`src/verilog/ahb_mem_macros.svh`:
```
// ####################################################################
// bus and memory geometry shared by the whole memory subsystem
// the data width must be a multiple of 8 so byte lanes divide evenly
// the SRAM occupies SRAM_DEPTH words starting at SRAM_BASE
// every other address is unmapped and answered with ERROR
// ####################################################################
`ifndef AHB_MEM_MACROS_SVH
`define AHB_MEM_MACROS_SVH

// bus data width in bits
`define AHB_W_DATA 32

// bus address width in bits
`define AHB_W_ADDR 32

// number of SRAM words, 8 KiB at a 32-bit word
`define SRAM_DEPTH 2048

// first byte address of the SRAM region
`define SRAM_BASE 32'h0000_0000

`endif

```
`src/verilog/ahb_mem_pkg.sv`:
```
// ####################################################################
// types shared by the AHB-lite memory subsystem
// widths follow the geometry macros, change them there only
// htrans keeps the AHB encoding, bit 1 set means NONSEQ or SEQ
// ####################################################################
`include "ahb_mem_macros.svh"

package ahb_mem_pkg;

	typedef logic [`AHB_W_ADDR-1:0] haddr_t; // byte address on the bus

	typedef logic [`AHB_W_DATA-1:0] hdata_t; // one full data word

	// 00 IDLE, 01 BUSY, 10 NONSEQ, 11 SEQ
	typedef logic [1:0] htrans_t;

	// 000 byte, 001 halfword, 010 word, larger sizes are not used here
	typedef logic [2:0] hsize_t;

	typedef logic [`AHB_W_DATA/8-1:0] byte_mask_t; // one write enable per byte lane

	typedef logic [$clog2(`SRAM_DEPTH)-1:0] sram_addr_t; // word index into the SRAM

	// default slave response sequence, the two error states form the
	// mandatory two-cycle ERROR response
	typedef enum logic [1:0] {
		err_idle, // OKAY with no wait states
		err_first, // hresp high, hreadyout low
		err_second // hresp high, hreadyout high
	} err_state_t;

endpackage

```
`src/verilog/ahb_lite_if.sv`:
```
// ####################################################################
// AHB-lite signals between the splitter and one slave
// hready is the bus-wide ready, hreadyout is the slave's own ready
// no burst, protection or lock signals are carried
// ####################################################################
interface ahb_lite_if;

	logic hsel; // slave is selected in the address phase
	ahb_mem_pkg::haddr_t haddr; // byte address of the address phase
	logic hwrite; // high for a write transfer
	ahb_mem_pkg::htrans_t htrans; // transfer type
	ahb_mem_pkg::hsize_t hsize; // transfer size
	ahb_mem_pkg::hdata_t hwdata; // write data, valid in the data phase
	logic hready; // bus ready, a new address phase is taken when high

	logic hreadyout; // slave ends its data phase when high
	logic hresp; // high for an ERROR response
	ahb_mem_pkg::hdata_t hrdata; // read data, valid in the data phase

	// request side, driven by the address decoder
	modport splitter (
		output hsel,
		output haddr,
		output hwrite,
		output htrans,
		output hsize,
		output hwdata,
		output hready,
		input hreadyout,
		input hresp,
		input hrdata
	);

	// response side, driven by the slave
	modport slave (
		input hsel,
		input haddr,
		input hwrite,
		input htrans,
		input hsize,
		input hwdata,
		input hready,
		output hreadyout,
		output hresp,
		output hrdata
	);

endinterface

```
`src/verilog/ahb_splitter.sv`:
```
// ####################################################################
// address decoder and response multiplexer for two AHB-lite slaves
// the SRAM region is SRAM_DEPTH words from SRAM_BASE, all else is
// routed to the default slave
// the multiplexed hreadyout is also the bus-wide hready, which holds
// for a single master on a single slave port
// ####################################################################
`include "ahb_mem_macros.svh"

module ahb_splitter (
	input logic clk,
	input logic rst_n,
	input ahb_mem_pkg::haddr_t haddr,
	input logic hwrite,
	input ahb_mem_pkg::htrans_t htrans,
	input ahb_mem_pkg::hsize_t hsize,
	input ahb_mem_pkg::hdata_t hwdata,
	output ahb_mem_pkg::hdata_t hrdata,
	output logic hreadyout,
	output logic hresp,
	ahb_lite_if.splitter sram,
	ahb_lite_if.splitter dflt
);

	// size of the SRAM region in bytes
	localparam ahb_mem_pkg::haddr_t sram_size =
		ahb_mem_pkg::haddr_t'(`SRAM_DEPTH * (`AHB_W_DATA / 8));

	ahb_mem_pkg::haddr_t sram_offset; // byte offset from the SRAM base
	logic in_sram; // address phase falls inside the SRAM region
	logic owner_sram; // SRAM owns the current data phase, else the default slave

	// unsigned offset compare covers both region ends with one comparator
	assign sram_offset = haddr - `SRAM_BASE;
	assign in_sram = (sram_offset < sram_size);

	// both slaves see the same request, only hsel differs
	assign sram.hsel = in_sram;
	assign sram.haddr = haddr;
	assign sram.hwrite = hwrite;
	assign sram.htrans = htrans;
	assign sram.hsize = hsize;
	assign sram.hwdata = hwdata;
	assign sram.hready = hreadyout;

	assign dflt.hsel = !in_sram; // everything outside the SRAM is unmapped
	assign dflt.haddr = haddr;
	assign dflt.hwrite = hwrite;
	assign dflt.htrans = htrans;
	assign dflt.hsize = hsize;
	assign dflt.hwdata = hwdata;
	assign dflt.hready = hreadyout;

	// owner moves only when an active address phase is taken, so an IDLE
	// leaves the last owner in place and both slaves answer OKAY then
	always_ff @(posedge clk or negedge rst_n) begin
		if (!rst_n) begin
			owner_sram <= 1'b0; // default slave in err_idle answers OKAY
		end else if (hreadyout && htrans[1]) begin
			owner_sram <= in_sram;
		end
	end

	// response of the data-phase owner goes straight back, no added latency
	assign hreadyout = owner_sram ? sram.hreadyout : dflt.hreadyout;
	assign hresp = owner_sram ? sram.hresp : dflt.hresp;
	assign hrdata = owner_sram ? sram.hrdata : dflt.hrdata;

endmodule

```
`src/flat_wrapper.sv`:
```
// flat-port wrapper written by rule: the top's interface ports become plain ports
module ahb_splitter_flat 
  (clk, rst_n, haddr, hwrite, htrans, hsize, hwdata, hrdata, hreadyout, hresp, sram_hsel, sram_haddr, sram_hwrite, sram_htrans, sram_hsize, sram_hwdata, sram_hready, sram_hreadyout, sram_hresp, sram_hrdata, dflt_hsel, dflt_haddr, dflt_hwrite, dflt_htrans, dflt_hsize, dflt_hwdata, dflt_hready, dflt_hreadyout, dflt_hresp, dflt_hrdata);
  ahb_lite_if sram_i ();
  ahb_lite_if dflt_i ();
  input logic clk;
  input logic rst_n;
  input ahb_mem_pkg::haddr_t haddr;
  input logic hwrite;
  input ahb_mem_pkg::htrans_t htrans;
  input ahb_mem_pkg::hsize_t hsize;
  input ahb_mem_pkg::hdata_t hwdata;
  output ahb_mem_pkg::hdata_t hrdata;
  output logic hreadyout;
  output logic hresp;
  output wire logic [$bits(sram_i.hsel)-1:0] sram_hsel;
  output wire logic [$bits(sram_i.haddr)-1:0] sram_haddr;
  output wire logic [$bits(sram_i.hwrite)-1:0] sram_hwrite;
  output wire logic [$bits(sram_i.htrans)-1:0] sram_htrans;
  output wire logic [$bits(sram_i.hsize)-1:0] sram_hsize;
  output wire logic [$bits(sram_i.hwdata)-1:0] sram_hwdata;
  output wire logic [$bits(sram_i.hready)-1:0] sram_hready;
  input wire logic [$bits(sram_i.hreadyout)-1:0] sram_hreadyout;
  input wire logic [$bits(sram_i.hresp)-1:0] sram_hresp;
  input wire logic [$bits(sram_i.hrdata)-1:0] sram_hrdata;
  output wire logic [$bits(dflt_i.hsel)-1:0] dflt_hsel;
  output wire logic [$bits(dflt_i.haddr)-1:0] dflt_haddr;
  output wire logic [$bits(dflt_i.hwrite)-1:0] dflt_hwrite;
  output wire logic [$bits(dflt_i.htrans)-1:0] dflt_htrans;
  output wire logic [$bits(dflt_i.hsize)-1:0] dflt_hsize;
  output wire logic [$bits(dflt_i.hwdata)-1:0] dflt_hwdata;
  output wire logic [$bits(dflt_i.hready)-1:0] dflt_hready;
  input wire logic [$bits(dflt_i.hreadyout)-1:0] dflt_hreadyout;
  input wire logic [$bits(dflt_i.hresp)-1:0] dflt_hresp;
  input wire logic [$bits(dflt_i.hrdata)-1:0] dflt_hrdata;
  assign sram_hsel = sram_i.hsel;
  assign sram_haddr = sram_i.haddr;
  assign sram_hwrite = sram_i.hwrite;
  assign sram_htrans = sram_i.htrans;
  assign sram_hsize = sram_i.hsize;
  assign sram_hwdata = sram_i.hwdata;
  assign sram_hready = sram_i.hready;
  assign sram_i.hreadyout = sram_hreadyout;
  assign sram_i.hresp = sram_hresp;
  assign sram_i.hrdata = sram_hrdata;
  assign dflt_hsel = dflt_i.hsel;
  assign dflt_haddr = dflt_i.haddr;
  assign dflt_hwrite = dflt_i.hwrite;
  assign dflt_htrans = dflt_i.htrans;
  assign dflt_hsize = dflt_i.hsize;
  assign dflt_hwdata = dflt_i.hwdata;
  assign dflt_hready = dflt_i.hready;
  assign dflt_i.hreadyout = dflt_hreadyout;
  assign dflt_i.hresp = dflt_hresp;
  assign dflt_i.hrdata = dflt_hrdata;
  ahb_splitter u_core (.clk(clk), .rst_n(rst_n), .haddr(haddr), .hwrite(hwrite), .htrans(htrans), .hsize(hsize), .hwdata(hwdata), .hrdata(hrdata), .hreadyout(hreadyout), .hresp(hresp), .sram(sram_i), .dflt(dflt_i));
endmodule
```
`config.mk`:
```
export PLATFORM = sky130hd
export DESIGN_NAME = ahb_splitter_flat
export DESIGN_NICKNAME = d
export VERILOG_FILES = /design/src/verilog/ahb_mem_pkg.sv /design/src/verilog/ahb_lite_if.sv /design/src/verilog/ahb_splitter.sv /design/src/flat_wrapper.sv
export VERILOG_INCLUDE_DIRS = /design/src /design/src/verilog
export SDC_FILE = /design/constraint.sdc
export NUM_CORES = 1
export LEC_CHECK = 0
export BUFFER_PORTS_ARGS = -buffer_cell sky130_fd_sc_hd__buf_2
export CAP_MARGIN = 30
export CORE_AREA = 4 4 122 124
export CTS_BUF_LIST = sky130_fd_sc_hd__clkbuf_2
export DETAILED_ROUTE_END_ITERATION = 10
export DIE_AREA = 0 0 126 128
export PLACE_DENSITY = 0.49
export SETUP_SLACK_MARGIN = 0.02
export SLEW_MARGIN = 0
export SYNTH_ARGS = -nofsm -noshare
export SYNTH_HDL_FRONTEND = slang
export SYNTH_SLANG_ARGS = --single-unit
```
`constraint.sdc`:
```
create_clock -name clk -period 2.3 [get_ports clk]
set_input_delay 0.46 -clock clk [delete_from_list [all_inputs] [get_ports clk]]
set_output_delay 0.46 -clock clk [all_outputs]
set_load 0.01 [all_outputs]
```
Word-level counts from Yosys, hierarchy flattened

Index checks and enable logic that the tools add are counted.

Register bits after elaboration: 1
Input port bits: 140
Output and inout port bits: 178

Reduce and logical (&&, ||, !) cells: 2
Mux-type cells: 3
$lt $le $gt $ge: 1

Operators with widths:

| kind                   | number |
|---|---|
| $lt A32 B14 Y1 const B | 1 |
| $mux W32               | 1 |
| $mux W1                | 2 |
| $logic_and A1 B1 Y1    | 1 |
| $logic_not A1 Y1       | 1 |

Longest topological paths before layout

Depth in word-level cells: 2
Mapped depth: 4
Mapped depth without buffers: 3

Worst setup path after synthesis

No wires, ideal clock.

Path type: input to output
Start: in haddr[24]
End: out dflt_hsel
Setup slack: 0.528 ns
Required time: 1.840 ns
Path buffers: 0
Arrival time: 1.312 ns
Cell stages on the path: 3
Cell sequence: nor4_1 > nand4_1 > or4_1

Cells in the longest elaborated chain, start to end: 2

RTL lines:

| item             | RTL line           | source |
|---|---|---|
| start, declared  | flat_wrapper.sv:8  | `input ahb_mem_pkg::haddr_t haddr;` |
| $lt A32 B14 Y1   | ahb_splitter.sv:35 | `assign in_sram = (sram_offset < sram_size);` |
| $logic_not A1 Y1 | ahb_splitter.sv:46 | `assign dflt.hsel = !in_sram;` |
| end, declared    | flat_wrapper.sv:26 | `output wire logic [$bits(dflt_i.hsel)-1:0] dflt_hsel;` |

No other way between the ends.

Final worst setup path

Start: in haddr[27]
End: out dflt_hsel

Same word-level chain as after synthesis.

==> qor.csv <==
metric;value;unit
status;completed;
Avg Cell Area, Syn;8.14;µm²
Nets;359;
Slew Viols, Final;0;
Total Power;248;µW
Lkg Pwr;0.000822;µW
Post-synth top flop;dfrtp_1;
area leader, netlist;buf_4;
most flop-heavy register;u_core.owner_sram;
die span in y;128;µm
ANT cells;0;
Distinct cells, synth;11;
per-cell routed wire length;12.6;µm
GP Congestion;0.640;
PD cells;154;nW/µm²
setup TNS;0;ns
first-pass GRT wire length;6.76;mm
drt drc;0;
unrepaired setup endpoints after global routing;false;
Setup crit end kind;output pin;
Pre-antenna DRT Iters;4;
most numerous cell in the Yosys netlist;buf_4;
Hold Violations, Final;0;
setup violation total in the final timing report;0;
CP required;1.84;ns
top post-synthesis cells by area;buf_4 (68%), mux2_2 (24%), dfrtp_1 (1.6%), nor4_1 (1.6%), buf_2 (1.3%);
post-route minimum period;2.15;ns
CP startpoint kind;primary input;
Worst Max-Slew Pin Slew;0.273;ns
grt ovf;0;
Ports;318;
number of flip-flops in the largest register;1;
hpwl dp;4.62;mm
FFs w/ async S/R, synth;100;%
final period utilization;93.5;%
post-cts hold buffer count;0;
share of the synthesized area in the top cell type;67.9;%
largest net degree at the start of global routing;37;
area taken by multi-input logic gates;489;µm²
Seq/Total Area, Yosys;1.59;%
synthesis-to-layout area growth;2.55;%
starting density of the core;11.4;%
share of layout cells above drive strength 1;95.4;%
Post-synth EDFFs;0;
min-delay worst type;in2async;
routed wire length;5.02;mm
Critical Path AT;1.69;ns
Worst VDD drop;0.0303;mV
Synth top cells by count;buf_4 (142), mux2_2 (34), buf_2 (4), nor4_1 (4);
initial antenna violation count;1;
Post-DRT Antenna Nets;0;
vias;1212;
Post-Syn Instances;193;
vias in the first global route;1185;
Core Area;13800;µm²
smallest hold slack;0.245;ns
Setup Skew;0;ns
#FFs+latches synth;1;
Max-slew headroom;81.6;%
Post-Synthesis Cell Area;1570;µm²
final core occ;11.7;%
Top Registers;u_core.owner_sram (1);
Max-cap violations;0;
global-route usage over all layers;5.33;%
cell row count;43;
Max Freq;465;MHz
Seq. cell area;25.0;µm²
Clock transition at path regs;0;ns
die area;16100;µm²
Filler cells;1601;
syn nets;333;
DRT iter0 DRCs;23;
worst-skew pair later-pin latency;0;ns
maximum fanout along the worst path;3;
CP Class;in2out;
Port Buf Inserts;167;
Syn. warnings;0;
vias per std cell;3.05;
Die Width;126;µm
[per-stage QoR]
| stage | cells | cell area [µm²] | setup WS, ns |
|---|---|---|---|
| after floorplan | 193 | 1570 | 0.528 |
| after global placement | 397 | 1580 | -0.0955 |
| after detailed placement | 397 | 1580 | -0.120 |
| after CTS | 397 | 1590 | 0.0305 |
| after global routing | 397 | 1610 | 0.0300 |
| final | 397 | 1610 | 0.150 |
[metal layers]
| layer | share of wire, % | track usage (%) | vias to the layer above |
|---|---|---|---|
| met1 | 26 | 4.03 | 507 |
| met4 | 2.8 | 1.58 | 0 |
| met3 | 17 | 2.04 | 23 |
| met5 | 0 | 0 | - |
| met2 | 54 | 11.8 | 145 |
| li1 | - | - | 537 |
[cells in the final DEF, fill, tap and decap left out]
cell     count
a21oi_1      1
buf_12       1
buf_2      167
buf_4        2
dfrtp_1      1
mux2_2      34
nand2_1      2
nand4_1      1
nor4_1       2
nor4_2       1
nor4_4       2
o21ai_0      1
or4_1        2
[cell families after synthesis]
logic type | share of synthesized area [%]
buffers and inverters | 69.2
AND/OR/NAND/NOR | 4.22
flip-flops | 1.59
multiplexers | 24.4
AO/OA/AOI/OAI | 0.637
[area by class of cell]
class / instances / share of cell area [%]
flip-flops and latches: 1 / 1.55
well taps: 180 / 14.0
multi-input cells: 46 / 30.4
repair buffers: 170 / 54.1
[repair_timing]
item,CTS,global route
hold endpoints to repair,0,0
gates resized for setup,1,3
setup endpoints to repair,2,2
setup buffers,0,0
[critical path, stage by stage]
cell and delay [ns]:
buf_2 0.12, nor4_4 0.25, buf_4 0.15, nand4_1 0.13, or4_1 0.42, buf_2 0.16
[report_power, final]
group	total [µW]	leakage, µW	switching (µW)	internal [µW]
Sequential	17.9	0.0000140	0.0000578	17.9
Combinational	230	0.000808	107	123
Clock	0	0	0	0
Total	248	0.000822	107	141
[worst paths after layout]
check,from,endpoint,slack (ns),depth (start not counted)
max,haddr[27],dflt_hsel,0.15,6
min,rst_n,u_core.owner_sram,0.24,1
max reg2reg,u_core.owner_sram,u_core.owner_sram,1.02,4
min reg2reg,u_core.owner_sram,u_core.owner_sram,0.81,3
max in group asynchronous,rst_n,u_core.owner_sram,1.96,1
min in group clk,haddr[14],u_core.owner_sram,0.80,3
Power figures use the tool's default switching activity.
